`config.mk`:
```
export PLATFORM = sky130hd
export DESIGN_NAME = rv32e_core
export DESIGN_NICKNAME = d
export VERILOG_FILES = /design/src/rtl/isa_pkg.sv /design/src/rtl/mem_pkg.sv /design/src/rtl/fetch_unit.sv /design/src/rtl/decode_unit.sv /design/src/rtl/execute_unit.sv /design/src/rtl/result_unit.sv /design/src/rtl/register_file.sv /design/src/rtl/rv32e_core.sv
export SDC_FILE = /design/constraint.sdc
export NUM_CORES = 2
export LEC_CHECK = 0
export BUFFER_PORTS_ARGS = -buffer_cell sky130_fd_sc_hd__buf_2
export CAP_MARGIN = 30
export CELL_PAD_IN_SITES_DETAIL_PLACEMENT = 0
export CELL_PAD_IN_SITES_GLOBAL_PLACEMENT = 1
export CORE_UTILIZATION = 51
export DETAILED_ROUTE_END_ITERATION = 12
export MAX_ROUTING_LAYER = met4
export PLACE_DENSITY_LB_ADDON = 0.05
export SLEW_MARGIN = 5
export SYNTH_ARGS = -nofsm -noshare
export SYNTH_HDL_FRONTEND = slang
export SYNTH_SLANG_ARGS = --single-unit
export TNS_END_PERCENT = 50
```
`constraint.sdc`:
```
create_clock -name clock -period 7.8 [get_ports clock]
set_input_delay 1.17 -clock clock [delete_from_list [all_inputs] [get_ports clock]]
set_output_delay 1.17 -clock clock [all_outputs]
set_load 0.01 [all_outputs]
```
`src/rtl/isa_pkg.sv`:
```
`default_nettype none

package isa_pkg;

	// major opcodes of the base integer set that this core runs
	typedef enum logic [6:0] {
		OP     = 7'b0110011,
		OP_IMM = 7'b0010011,
		LUI    = 7'b0110111,
		AUIPC  = 7'b0010111,
		JAL    = 7'b1101111,
		JALR   = 7'b1100111,
		BRANCH = 7'b1100011,
		LOAD   = 7'b0000011,
		STORE  = 7'b0100011
	} opcode_e;

	typedef enum logic [2:0] {
		FMT_R,
		FMT_I,
		FMT_S,
		FMT_B,
		FMT_U,
		FMT_J
	} fmt_e;

	// the low three bits follow funct3 so OP and OP_IMM map almost directly
	typedef enum logic [3:0] {
		ALU_ADD    = 4'b0000,
		ALU_SLL    = 4'b0001,
		ALU_SLT    = 4'b0010,
		ALU_SLTU   = 4'b0011,
		ALU_XOR    = 4'b0100,
		ALU_SRL    = 4'b0101,
		ALU_OR     = 4'b0110,
		ALU_AND    = 4'b0111,
		ALU_SUB    = 4'b1000,
		ALU_SRA    = 4'b1101,
		ALU_PASS_B = 4'b1111
	} alu_op_e;

	localparam logic [2:0] F3_BEQ  = 3'b000;
	localparam logic [2:0] F3_BNE  = 3'b001;
	localparam logic [2:0] F3_BLT  = 3'b100;
	localparam logic [2:0] F3_BGE  = 3'b101;
	localparam logic [2:0] F3_BLTU = 3'b110;
	localparam logic [2:0] F3_BGEU = 3'b111;

	// access width and extension of loads and stores
	localparam logic [2:0] F3_B  = 3'b000;
	localparam logic [2:0] F3_H  = 3'b001;
	localparam logic [2:0] F3_W  = 3'b010;
	localparam logic [2:0] F3_BU = 3'b100;
	localparam logic [2:0] F3_HU = 3'b101;

	typedef struct packed {
		opcode_e     opcode;
		logic [3:0]  rs1;
		logic [3:0]  rs2;
		logic [3:0]  rd;
		logic [2:0]  funct3;
		logic [31:0] imm;
		alu_op_e     alu_op;
		logic        use_imm;
		logic        reg_wen;
		logic        is_load;
		logic        is_store;
		logic        is_branch;
		logic        is_jump;
		logic        illegal;
	} decoded_t;

endpackage

`default_nettype wire

```
`src/rtl/mem_pkg.sv`:
```
`default_nettype none

package mem_pkg;

	// one request on the shared port, addr is the byte address of the access
	typedef struct packed {
		logic [31:0] addr;
		logic [31:0] wdata;
		logic [3:0]  wstrb;
		logic        write;
	} mem_req_t;

	typedef struct packed {
		logic [31:0] rdata;
		logic        err;
	} mem_rsp_t;

	// rd and wdata read as zero whenever wen is low
	typedef struct packed {
		logic [31:0] pc;
		logic [3:0]  rd;
		logic [31:0] wdata;
		logic        wen;
		logic        trap;
		logic        is_store;
	} retire_t;

endpackage

`default_nettype wire

```
`src/rtl/fetch_unit.sv`:
```
`timescale 1ns/100ps
`default_nettype none

module fetch_unit
	import isa_pkg::*, mem_pkg::*;
#(
	parameter logic [31:0] RESET_PC = 32'h3000_0000
) (
	input  logic        clock,
	input  logic        rst_n,
	output logic        req_valid,
	input  logic        req_ready,
	output mem_req_t    req,
	input  logic        rsp_valid,
	input  mem_rsp_t    rsp,
	input  decoded_t    dec,
	input  logic [31:0] next_pc,
	input  logic [31:0] mem_addr,
	input  logic [31:0] store_wdata,
	input  logic [3:0]  store_wstrb,
	output logic [31:0] inst,
	output logic [31:0] pc,
	output logic        commit,
	output logic        trap,
	output logic [31:0] load_data,
	output logic [1:0]  load_offset
);
	typedef enum logic [2:0] {
		FETCH,
		WAIT_INST,
		EXEC,
		MEM,
		WAIT_DATA,
		COMMIT
	} state_e;

	state_e      state;
	state_e      state_d;
	logic [31:0] next_pc_q;
	mem_req_t    data_req;

	always_comb begin
		state_d = state;
		case (state)
			FETCH:     if (req_valid && req_ready) state_d = WAIT_INST;
			WAIT_INST: if (rsp_valid) state_d = rsp.err ? COMMIT : EXEC;
			EXEC: begin
				if (!dec.illegal && (dec.is_load || dec.is_store))
					state_d = MEM;
				else
					state_d = COMMIT;
			end
			MEM:       if (req_valid && req_ready) state_d = WAIT_DATA;
			WAIT_DATA: if (rsp_valid) state_d = COMMIT;
			default:   state_d = FETCH;
		endcase
	end

	always_ff @(posedge clock) begin
		if (!rst_n) begin
			state     <= FETCH;
			req_valid <= 1'b0;
			commit    <= 1'b0;
			trap      <= 1'b0;
			pc        <= RESET_PC;
		end else begin
			state <= state_d;
			// the request rises on entry into FETCH or MEM and drops on transfer
			req_valid <= (state_d == FETCH) || (state_d == MEM);
			commit    <= (state_d == COMMIT);
			case (state)
				WAIT_INST: if (rsp_valid) trap <= rsp.err;
				EXEC:      trap <= dec.illegal;
				WAIT_DATA: if (rsp_valid) trap <= rsp.err;
				COMMIT: begin
					trap <= 1'b0;
					pc   <= trap ? RESET_PC : next_pc_q;
				end
				default: ;
			endcase
		end
	end

	always_ff @(posedge clock) begin
		if (state == WAIT_INST && rsp_valid)
			inst <= rsp.rdata;
		if (state == EXEC) begin
			next_pc_q      <= next_pc;
			data_req.addr  <= mem_addr;
			data_req.wdata <= dec.is_store ? store_wdata : 32'd0;
			data_req.wstrb <= dec.is_store ? store_wstrb : 4'd0;
			data_req.write <= dec.is_store;
		end
		if (state == WAIT_DATA && rsp_valid)
			load_data <= rsp.rdata;
	end

	always_comb begin
		if (state == MEM) begin
			req = data_req;
		end else begin
			req.addr  = pc;
			req.wdata = 32'd0;
			req.wstrb = 4'd0;
			req.write = 1'b0;
		end
	end

	assign load_offset = data_req.addr[1:0];

endmodule

`default_nettype wire

```
`src/rtl/decode_unit.sv`:
```
`timescale 1ns/100ps
`default_nettype none

module decode_unit
	import isa_pkg::*;
(
	input  logic [31:0] inst,
	output decoded_t    dec
);
	fmt_e       fmt;
	logic [2:0] funct3;
	logic       uses_rs1;
	logic       uses_rs2;
	logic       uses_rd;
	logic       bad_reg;

	assign funct3 = inst[14:12];

	always_comb begin
		dec        = '0;
		dec.opcode = opcode_e'(inst[6:0]);
		dec.rs1    = inst[18:15];
		dec.rs2    = inst[23:20];
		dec.rd     = inst[10:7];
		dec.funct3 = funct3;
		dec.alu_op = ALU_ADD;
		fmt        = FMT_R;
		uses_rs1   = 1'b0;
		uses_rs2   = 1'b0;
		uses_rd    = 1'b0;
		case (dec.opcode)
			OP: begin
				uses_rs1    = 1'b1;
				uses_rs2    = 1'b1;
				uses_rd     = 1'b1;
				dec.reg_wen = 1'b1;
				// bit 30 picks sub and sra, it has no meaning for the other funct3 values
				dec.alu_op  = alu_op_e'({inst[30] & (funct3 == 3'b000 || funct3 == 3'b101),
					funct3});
			end
			OP_IMM: begin
				fmt         = FMT_I;
				uses_rs1    = 1'b1;
				uses_rd     = 1'b1;
				dec.reg_wen = 1'b1;
				dec.use_imm = 1'b1;
				dec.alu_op  = alu_op_e'({inst[30] & (funct3 == 3'b101), funct3});
			end
			LUI: begin
				fmt         = FMT_U;
				uses_rd     = 1'b1;
				dec.reg_wen = 1'b1;
				dec.use_imm = 1'b1;
				dec.alu_op  = ALU_PASS_B;
			end
			AUIPC: begin
				fmt         = FMT_U;
				uses_rd     = 1'b1;
				dec.reg_wen = 1'b1;
				dec.use_imm = 1'b1;
			end
			JAL: begin
				fmt         = FMT_J;
				uses_rd     = 1'b1;
				dec.reg_wen = 1'b1;
				dec.is_jump = 1'b1;
			end
			JALR: begin
				fmt         = FMT_I;
				uses_rs1    = 1'b1;
				uses_rd     = 1'b1;
				dec.reg_wen = 1'b1;
				dec.use_imm = 1'b1;
				dec.is_jump = 1'b1;
			end
			BRANCH: begin
				fmt           = FMT_B;
				uses_rs1      = 1'b1;
				uses_rs2      = 1'b1;
				dec.is_branch = 1'b1;
			end
			LOAD: begin
				fmt         = FMT_I;
				uses_rs1    = 1'b1;
				uses_rd     = 1'b1;
				dec.reg_wen = 1'b1;
				dec.use_imm = 1'b1;
				dec.is_load = 1'b1;
			end
			STORE: begin
				fmt          = FMT_S;
				uses_rs1     = 1'b1;
				uses_rs2     = 1'b1;
				dec.use_imm  = 1'b1;
				dec.is_store = 1'b1;
			end
			default: dec.illegal = 1'b1;
		endcase
		case (fmt)
			FMT_I:   dec.imm = {{20{inst[31]}}, inst[31:20]};
			FMT_S:   dec.imm = {{20{inst[31]}}, inst[31:25], inst[11:7]};
			FMT_B:   dec.imm = {{19{inst[31]}}, inst[31], inst[7], inst[30:25], inst[11:8], 1'b0};
			FMT_U:   dec.imm = {inst[31:12], 12'd0};
			FMT_J:   dec.imm = {{11{inst[31]}}, inst[31], inst[19:12], inst[20], inst[30:21], 1'b0};
			default: dec.imm = 32'd0;
		endcase
		// only fields that the format really carries are checked against the 16 registers
		bad_reg     = (uses_rs1 & inst[19]) | (uses_rs2 & inst[24]) | (uses_rd & inst[11]);
		dec.illegal = dec.illegal | bad_reg;
	end

endmodule

`default_nettype wire

```
`src/rtl/execute_unit.sv`:
```
`timescale 1ns/100ps
`default_nettype none

module execute_unit
	import isa_pkg::*;
(
	input  decoded_t    dec,
	input  logic [31:0] pc,
	input  logic [31:0] src1,
	input  logic [31:0] src2,
	output logic [31:0] alu_result,
	output logic [31:0] next_pc,
	output logic [31:0] mem_addr,
	output logic [31:0] store_wdata,
	output logic [3:0]  store_wstrb
);
	logic [31:0] op_a;
	logic [31:0] op_b;
	logic [31:0] alu_out;
	logic [31:0] pc_plus4;
	logic [31:0] pc_target;
	logic        branch_taken;
	logic        take_jump;

	assign op_a      = (dec.opcode == AUIPC) ? pc : src1;
	assign op_b      = dec.use_imm ? dec.imm : src2;
	assign pc_plus4  = pc + 32'd4;
	assign pc_target = pc + dec.imm;

	always_comb begin
		case (dec.alu_op)
			ALU_ADD:    alu_out = op_a + op_b;
			ALU_SUB:    alu_out = op_a - op_b;
			ALU_SLL:    alu_out = op_a << op_b[4:0];
			ALU_SLT:    alu_out = {31'd0, $signed(op_a) < $signed(op_b)};
			ALU_SLTU:   alu_out = {31'd0, op_a < op_b};
			ALU_XOR:    alu_out = op_a ^ op_b;
			ALU_SRL:    alu_out = op_a >> op_b[4:0];
			ALU_SRA:    alu_out = $signed(op_a) >>> op_b[4:0];
			ALU_OR:     alu_out = op_a | op_b;
			ALU_AND:    alu_out = op_a & op_b;
			ALU_PASS_B: alu_out = op_b;
			default:    alu_out = op_a + op_b;
		endcase
	end

	always_comb begin
		case (dec.funct3)
			F3_BEQ:  branch_taken = (src1 == src2);
			F3_BNE:  branch_taken = (src1 != src2);
			F3_BLT:  branch_taken = $signed(src1) < $signed(src2);
			F3_BGE:  branch_taken = $signed(src1) >= $signed(src2);
			F3_BLTU: branch_taken = src1 < src2;
			F3_BGEU: branch_taken = src1 >= src2;
			default: branch_taken = 1'b0;
		endcase
	end

	assign take_jump  = dec.is_jump | (dec.is_branch & branch_taken);
	// jumps write the link address, everything else the ALU value
	assign alu_result = dec.is_jump ? pc_plus4 : alu_out;
	assign mem_addr   = alu_out;

	always_comb begin
		if (!take_jump)
			next_pc = pc_plus4;
		else if (dec.opcode == JALR)
			next_pc = {alu_out[31:1], 1'b0};
		else
			next_pc = pc_target;
	end

	// store data is replicated over the lanes and the strobe picks the ones written
	always_comb begin
		case (dec.funct3)
			F3_B: begin
				store_wdata = {4{src2[7:0]}};
				store_wstrb = 4'b0001 << alu_out[1:0];
			end
			F3_H: begin
				store_wdata = {2{src2[15:0]}};
				store_wstrb = alu_out[1] ? 4'b1100 : 4'b0011;
			end
			default: begin
				store_wdata = src2;
				store_wstrb = 4'b1111;
			end
		endcase
	end

endmodule

`default_nettype wire

```
`src/rtl/result_unit.sv`:
```
`timescale 1ns/100ps
`default_nettype none

module result_unit
	import isa_pkg::*, mem_pkg::*;
(
	input  logic        clock,
	input  logic        rst_n,
	input  logic        commit,
	input  logic        trap,
	input  decoded_t    dec,
	input  logic [31:0] pc,
	input  logic [31:0] alu_result,
	input  logic [31:0] load_data,
	input  logic [1:0]  load_offset,
	input  logic        store_flag,
	output logic        rf_wen,
	output logic [3:0]  rf_waddr,
	output logic [31:0] rf_wdata,
	output logic        retire,
	output retire_t     retire_info
);
	logic [31:0] alu_q;
	logic [31:0] load_shifted;
	logic [15:0] load_half;
	logic [31:0] load_value;

	// operands hold still from EXEC until commit, so sampling every cycle keeps the EXEC value
	always_ff @(posedge clock) begin
		if (!rst_n)
			alu_q <= 32'd0;
		else
			alu_q <= alu_result;
	end

	assign load_shifted = load_data >> {load_offset, 3'b000};
	assign load_half    = load_offset[1] ? load_data[31:16] : load_data[15:0];

	always_comb begin
		case (dec.funct3)
			F3_B:    load_value = {{24{load_shifted[7]}}, load_shifted[7:0]};
			F3_H:    load_value = {{16{load_half[15]}}, load_half};
			F3_W:    load_value = load_data;
			F3_BU:   load_value = {24'd0, load_shifted[7:0]};
			F3_HU:   load_value = {16'd0, load_half};
			default: load_value = load_data;
		endcase
	end

	assign rf_wen   = commit & dec.reg_wen & ~trap & (dec.rd != 4'd0);
	assign rf_waddr = dec.rd;
	assign rf_wdata = dec.is_load ? load_value : alu_q;

	assign retire = commit;

	always_comb begin
		retire_info.pc       = pc;
		retire_info.rd       = rf_wen ? dec.rd : 4'd0;
		retire_info.wdata    = rf_wen ? rf_wdata : 32'd0;
		retire_info.wen      = rf_wen;
		retire_info.trap     = trap;
		retire_info.is_store = store_flag & ~trap;
	end

endmodule

`default_nettype wire

```
`src/rtl/register_file.sv`:
```
`timescale 1ns/100ps
`default_nettype none

module register_file #(
	parameter int NUM_REGS = 16,
	localparam int ADDR_W = $clog2(NUM_REGS)
) (
	input  logic              clock,
	input  logic              rst_n,
	input  logic [ADDR_W-1:0] raddr1,
	input  logic [ADDR_W-1:0] raddr2,
	input  logic              wen,
	input  logic [ADDR_W-1:0] waddr,
	input  logic [31:0]       wdata,
	output logic [31:0]       rdata1,
	output logic [31:0]       rdata2
);
	// register 0 has no storage
	logic [31:0] regs [1:NUM_REGS-1];

	always_ff @(posedge clock) begin
		if (!rst_n) begin
			for (int i = 1; i < NUM_REGS; i++)
				regs[i] <= 32'd0;
		end else if (wen && waddr != '0) begin
			regs[waddr] <= wdata;
		end
	end

	assign rdata1 = (raddr1 == '0) ? 32'd0 : regs[raddr1];
	assign rdata2 = (raddr2 == '0) ? 32'd0 : regs[raddr2];

endmodule

`default_nettype wire

```
`src/rtl/rv32e_core.sv`:
```
`timescale 1ns/100ps
`default_nettype none

module rv32e_core
	import isa_pkg::*, mem_pkg::*;
#(
	parameter logic [31:0] RESET_PC = 32'h3000_0000,
	parameter int          NUM_REGS = 16
) (
	input  logic     clock,
	input  logic     rst_n,
	output logic     req_valid,
	input  logic     req_ready,
	output mem_req_t req,
	input  logic     rsp_valid,
	input  mem_rsp_t rsp,
	output logic     retire,
	output retire_t  retire_info
);
	logic [31:0] inst;
	logic [31:0] pc;
	decoded_t    dec;
	logic [31:0] src1;
	logic [31:0] src2;
	logic [31:0] alu_result;
	logic [31:0] next_pc;
	logic [31:0] mem_addr;
	logic [31:0] store_wdata;
	logic [3:0]  store_wstrb;
	logic        commit;
	logic        trap;
	logic [31:0] load_data;
	logic [1:0]  load_offset;
	logic        rf_wen;
	logic [3:0]  rf_waddr;
	logic [31:0] rf_wdata;

	fetch_unit #(
		.RESET_PC(RESET_PC)
	) u_fetch (
		.clock(clock),
		.rst_n(rst_n),
		.req_valid(req_valid),
		.req_ready(req_ready),
		.req(req),
		.rsp_valid(rsp_valid),
		.rsp(rsp),
		.dec(dec),
		.next_pc(next_pc),
		.mem_addr(mem_addr),
		.store_wdata(store_wdata),
		.store_wstrb(store_wstrb),
		.inst(inst),
		.pc(pc),
		.commit(commit),
		.trap(trap),
		.load_data(load_data),
		.load_offset(load_offset)
	);

	decode_unit u_decode (
		.inst(inst),
		.dec(dec)
	);

	execute_unit u_execute (
		.dec(dec),
		.pc(pc),
		.src1(src1),
		.src2(src2),
		.alu_result(alu_result),
		.next_pc(next_pc),
		.mem_addr(mem_addr),
		.store_wdata(store_wdata),
		.store_wstrb(store_wstrb)
	);

	result_unit u_result (
		.clock(clock),
		.rst_n(rst_n),
		.commit(commit),
		.trap(trap),
		.dec(dec),
		.pc(pc),
		.alu_result(alu_result),
		.load_data(load_data),
		.load_offset(load_offset),
		.store_flag(dec.is_store),
		.rf_wen(rf_wen),
		.rf_waddr(rf_waddr),
		.rf_wdata(rf_wdata),
		.retire(retire),
		.retire_info(retire_info)
	);

	register_file #(
		.NUM_REGS(NUM_REGS)
	) u_regs (
		.clock(clock),
		.rst_n(rst_n),
		.raddr1(dec.rs1),
		.raddr2(dec.rs2),
		.wen(rf_wen),
		.waddr(rf_waddr),
		.wdata(rf_wdata),
		.rdata1(src1),
		.rdata2(src2)
	);

endmodule

`default_nettype wire

```
Word-level counts from Yosys, hierarchy flattened

Memory sizes are Yosys's and may differ from the RTL's. A register that Yosys moved wholly into a read port is not among the register bits.
Index checks and enable logic that the tools add are counted.

Bits in registers: 235
Memory bits (writable): 480
Output and inout port bits: 142
Word-level logic and storage cells: 162
Memories kept: 1

Memory list:

| memory      | words | width | read ports | clocked after Yosys merged registers in | write ports | line                | text |
|---|---|---|---|---|---|---|---|
| u_regs.regs | 15    | 32    | 2          | 2                                       | 15          | register_file.sv:19 | `logic [31:0] regs [1:NUM_REGS-1];` |

Add/sub/neg operators: 4
Magnitude comparators: 6
Eq/ne operators: 39
Shift operators: 5
Mux-type cells: 49
Bitwise gates (word level): 18
Reductions and logical operators: 27

Operators by type and width:

| kind                    | number |
|---|---|
| $mux W32                | 11 |
| $pmux W32 S10           | 1 |
| $pmux W32 S5            | 1 |
| $lt A32 B32 Y1          | 4 |
| $pmux W32 S4            | 1 |
| $mux W69                | 1 |
| $add A32 B32 Y32        | 2 |
| $ge A32 B32 Y1          | 2 |
| $pmux W32 S2            | 1 |
| $add A32 B3 Y32 const B | 1 |
| $and A32 B32 Y32        | 1 |
| $eq A32 B32 Y1          | 1 |
| $ne A32 B32 Y1          | 1 |
| $or A32 B32 Y32         | 1 |
| $reduce_or A32 Y1       | 1 |
| $shl A32 B5 Y32         | 1 |
| $shr A32 B5 Y32         | 1 |
| $shr A32 B5 Y8          | 1 |
| $sshr A32 B5 Y32        | 1 |
| $sub A32 B32 Y32        | 1 |
| $xor A32 B32 Y32        | 1 |
| $pmux W3 S5             | 2 |
| $eq A3 B3 Y1 const B    | 9 |
| $eq A7 B6 Y1 const B    | 3 |
| 35 further kinds        | 98 |

Longest topological paths before layout

Word-level depth: 13
Mapped depth: 27

By module

A second synthesis with hierarchy kept.

Cells, all modules: 5093
Area total of the unflattened synthesis: 52451.6 µm²

By module, submodules not included:

| module        | times used | cells an instance | area an instance (µm²) |
|---|---|---|---|
| register_file | 1          | 1776              | 25565.8 |
| execute_unit  | 1          | 2411              | 16084.2 |
| fetch_unit    | 1          | 474               | 7508.5 |
| result_unit   | 1          | 305               | 2386.0 |
| decode_unit   | 1          | 127               | 907.1 |

Worst setup path before layout

No wires, ideal clock.

Path type: flip-flop to flip-flop
Start point: register with a tool-made name
End point: register u_fetch.next_pc_q[26], data pin
Data arrival time: 6281 ps
Required time: 7535 ps
Slack: 1254 ps
Stages on the path, launching flop included: 27
Clock period less this slack: 6546 ps
Path through: dfxtp_1 > buf_2 > buf_6 > buf_6 > buf_2 > buf_6 > buf_2 > buf_2 > buf_2 > mux4_2 > mux4_2 > nand2_1 > nor2_1 > a21o_1 > ha_1 > inv_1 > a21oi_1 > a311oi_1 > o311ai_0 > a31oi_1 > o41ai_1 > o41ai_1 > a21boi_0 > a311oi_1 > nand3_1 > nand2_1 > o211ai_1

RTL lines:

| element              | line             | text |
|---|---|---|
| to (signal assigned) | fetch_unit.sv:88 | `next_pc_q <= next_pc;` |
| to (decl)            | fetch_unit.sv:39 | `logic [31:0] next_pc_q;` |

==> flow_metrics.env <==
export IMPL_pre_cts_ws_ps=1010
export IMPL_finalClockSkew_ps=63.2
export IMPL_ant_nets=0
export IMPL_crit_path_max_incr_delay_ps=870
export IMPL_final_max_slew_viol_count=0
export IMPL_cp_required_ps=8190
export IMPL_netlist_top_cells_count="nor2_1, edfxtp_1, nand2_1, a21oi_1, clkbuf_1"
export IMPL_ir_worst_vdd_uv=224
export IMPL_grt_overflow=0
export IMPL_fin_cells=6350
export IMPL_maxCapViolCount=0
export IMPL_rsz0062_at_grt="false"
export IMPL_maxSlewHeadroom=0.234
export IMPL_numCtsBuffers=82
export IMPL_synth_most_common_cell="nor2_1"
export IMPL_cts_resized=0
export IMPL_min_period_ps=6990
export IMPL_grtUsageMet3=0.106
export IMPL_drc=0
export IMPL_area_delta_synth_final_pct=12.1
export IMPL_drtPass1Iterations=8
export IMPL_worstSetupStartpointType="flop"
export IMPL_swShare=0.372
export IMPL_wl_um=225000
export IMPL_viasPerCell=7.02
export IMPL_vias=44600
export IMPL_portBuffers=178
export IMPL_internal_power_uw=8250
export IMPL_switching_power_uw=4880
export IMPL_hp_start="u_fetch.next_pc_q[28]"
export IMPL_initial_utilization=0.518
export IMPL_clockBufferDepth=3
export IMPL_total_power_uw=13100
export IMPL_power_density_nw_per_um2=237
export IMPL_synth_seq_cells=755
export IMPL_gr_usage_met2=0.674
export IMPL_p_leak_uw=0.0217
export IMPL_reg2reg_slack_ps=810
export IMPL_setup_violations=0
export IMPL_dp_hpwl_um=163000
export IMPL_synth_top_area_frac=0.411
export IMPL_reg2reg_to="u_fetch.next_pc_q[29]"
export IMPL_dieHeight_um=313
export IMPL_synth_seq_area_share=0.443
export IMPL_grt_pass1_wl_um=311000
export IMPL_cp_end_kind="flop"
export IMPL_antenna_found_initial=9
export IMPL_clkSinkCount=755
export IMPL_grt_start_max_net_pins=83
export IMPL_crit_path_max_fanout=40
export IMPL_tightest_slew_ps=1140
export IMPL_cp_data_arrival_time_ps=7370
export IMPL_yosys_top_cells_area="edfxtp_1, mux4_2, nor2_1"
export IMPL_syn_avg_cell_area_um2=10.2
export IMPL_final_net_count=5214
export IMPL_drive_gt1_frac=0.191
export IMPL_status="finished, final reports clean"
export IMPL_finalWorstSetupSlack_ps=814
export IMPL_dieArea_um2=98200
export IMPL_clk_pin_slew_ps=70
export IMPL_synth_edff_count=677
export IMPL_cts_root_buffer="clkbuf_16"
export IMPL_cts_hold_buf=0
export IMPL_yosys_area_top_type="edfxtp_1"
export IMPL_gp_congestion=1.09
export IMPL_drtIter0Drc=7185
export IMPL_clkPwrFrac=0.300
export IMPL_top_usage_layer="met2"
export IMPL_pwr_share_seq=0.369
export IMPL_hp_class="flop to flop"
export IMPL_ys_warn_count=0
export IMPL_hold_viol_final=0
export IMPL_rows=113
export IMPL_core_um2=95400
export IMPL_crit_type="flop to flop"
export IMPL_max_freq_mhz=143
export IMPL_clkLatencyLatePin_ps=700
export IMPL_cpMostUsedCell="buf_4"
export IMPL_combPwrFrac=0.331
export IMPL_wl_per_cell_um=35.5
export IMPL_use_met1=0.602
export IMPL_first_global_vias=40700
export IMPL_path_cells="buf_4 > mux4_2 > mux2_2 > nand2_1 > a31oi_1 > ha_1 > a21oi_1 > o21ba_2 > o21ai_0 > a311oi_1 > buf_4 > a2111oi_0 > buf_4 > o31ai_1 > o21ai_0 > a21oi_1 > o21ba_2 > xnor2_1 > a211oi_1 > buf_4 > o211ai_1"
export IMPL_async_flop_share=0
export IMPL_hold_end="u_fetch.pc[28]"
export IMPL_synth_cells=4853
export IMPL_synthesis_area_um2=49400
export IMPL_synth_ff_type="edfxtp_1"
export IMPL_io_pins=179
export IMPL_cts_tree="built"
export IMPL_fin_tns_setup_ps=0
export IMPL_min_path_cells=2
export IMPL_yosysUniqueCellTypes=103
export IMPL_grt_use_total=0.464
export IMPL_htree_levels=3
export IMPL_post_route_period_util=0.896
export IMPL_die_x_um=313
export IMPL_cpMaxStageDelayCell="dfxtp_4"
export IMPL_post_cts_buffers=0
export IMPL_dp_cells=6190
export IMPL_reg2reg_depth=21
==> worst max-delay path by stage <==
stage / endpoint / slack (ps) / depth (start not counted)
after floorplan: u_fetch.next_pc_q[26] / 1250 / 26
after global placement: u_fetch.next_pc_q[29] / 950 / 21
after detailed placement: u_fetch.next_pc_q[29] / 1010 / 22
after CTS: u_fetch.next_pc_q[29] / 1040 / 22
after global routing: u_fetch.next_pc_q[29] / 630 / 22
final: u_fetch.next_pc_q[29] / 810 / 21
==> cells in the final DEF (no fill, tap or decap), types with 29 or more instances in the layout <==
master	n
xnor2_1	42
nor3b_1	42
o21ai_0	177
inv_1	164
nor3_1	63
dfxtp_1	71
nand3_1	155
edfxtp_1	677
buf_4	234
and3_1	29
buf_2	180
a211oi_1	65
conb_1	32
a21oi_1	250
a21o_1	51
nand2_2	29
nor2_1	872
a22oi_1	93
xor2_1	32
nor2b_1	35
nand2_1	318
o211ai_1	79
ha_1	161
a31oi_1	49
and2_1	60
o21ai_1	52
mux2_2	62
clkbuf_16	83
mux2i_1	168
mux4_2	228
==> stage by stage <==
step | area [µm²] | hold slack (ps) | util
global placement | 52500 | 571 | 0.550
finish | 55400 | 579 | 0.581
floorplan | 49500 | 484 | -
detailed placement | 52700 | 568 | 0.552
global route | 55400 | 624 | 0.581
CTS | 55400 | 587 | 0.580
==> state kept, by name (all words and copies together), names as in the netlist, 2 cells and up, named ones only <==
| signal | flops |
|---|---|
| u_fetch.state | 3 |
| u_fetch.inst | 32 |
| u_fetch.load_offset | 2 |
| u_fetch.next_pc_q | 32 |
| u_regs.regs | 512 |
| u_fetch.pc | 32 |
| u_result.alu_q | 32 |
| u_fetch.load_data | 32 |
| u_fetch.data_req | 67 |
==> cell families after synthesis <==
family / count (synthesis) / share of synthesized area
AO/OA/AOI/OAI: 1119 / 0.151
XOR/XNOR: 74 / 0.0131
adder cells (fa/ha/maj): 165 / 0.0422
buffers and inverters: 559 / 0.0460
flip-flops: 755 / 0.443
multiplexers: 459 / 0.152
other: 1 / 0.0000759
AND/OR/NAND/NOR: 1721 / 0.153
==> cell type report <==
| cell class | instances | area (µm²) |
|---|---|---|
| multi-input combinational | 3570 | 25700 |
| antenna | 7 | 17.5 |
| fill | 8238 | 40000 |
| tap | 1265 | 1580 |
| clock buffer | 105 | 2170 |
| clock inverter | 44 | 520 |
| sequential | 755 | 21900 |
| inverter | 173 | 649 |
| timing repair buffer | 431 | 2930 |
==> power by group through the flow <==
stage	Sequential, µW	Combinational, µW	Clock [µW]
after floorplan	4770	2460	0
final	4840	4350	3940
after global routing	4850	4490	4090
after detailed placement	4910	4150	0
after global placement	4910	4140	0
after CTS	4830	4170	3940
==> worst max-delay path, delay by kind of cell (launching register included) <==
| kind | cells | cell delay [ps] |
|---|---|---|
| muxes | 2 | 840 |
| DFF | 1 | 870 |
| buffers and inverters | 4 | 1010 |
| AOI/OAI and AO/OA | 12 | 3220 |
| and+or+nand+nor | 1 | 90 |
| xor gates and xnor gates | 1 | 120 |
| adders and majority gates | 1 | 450 |
==> per-layer routing <==
layer	routed length, µm	share of wire
met3	28400	0.13
met4	15100	0.067
met5	0	0
met2	99000	0.44
met1	83000	0.37
No activity file was read; power rests on OpenSTA's default activity.
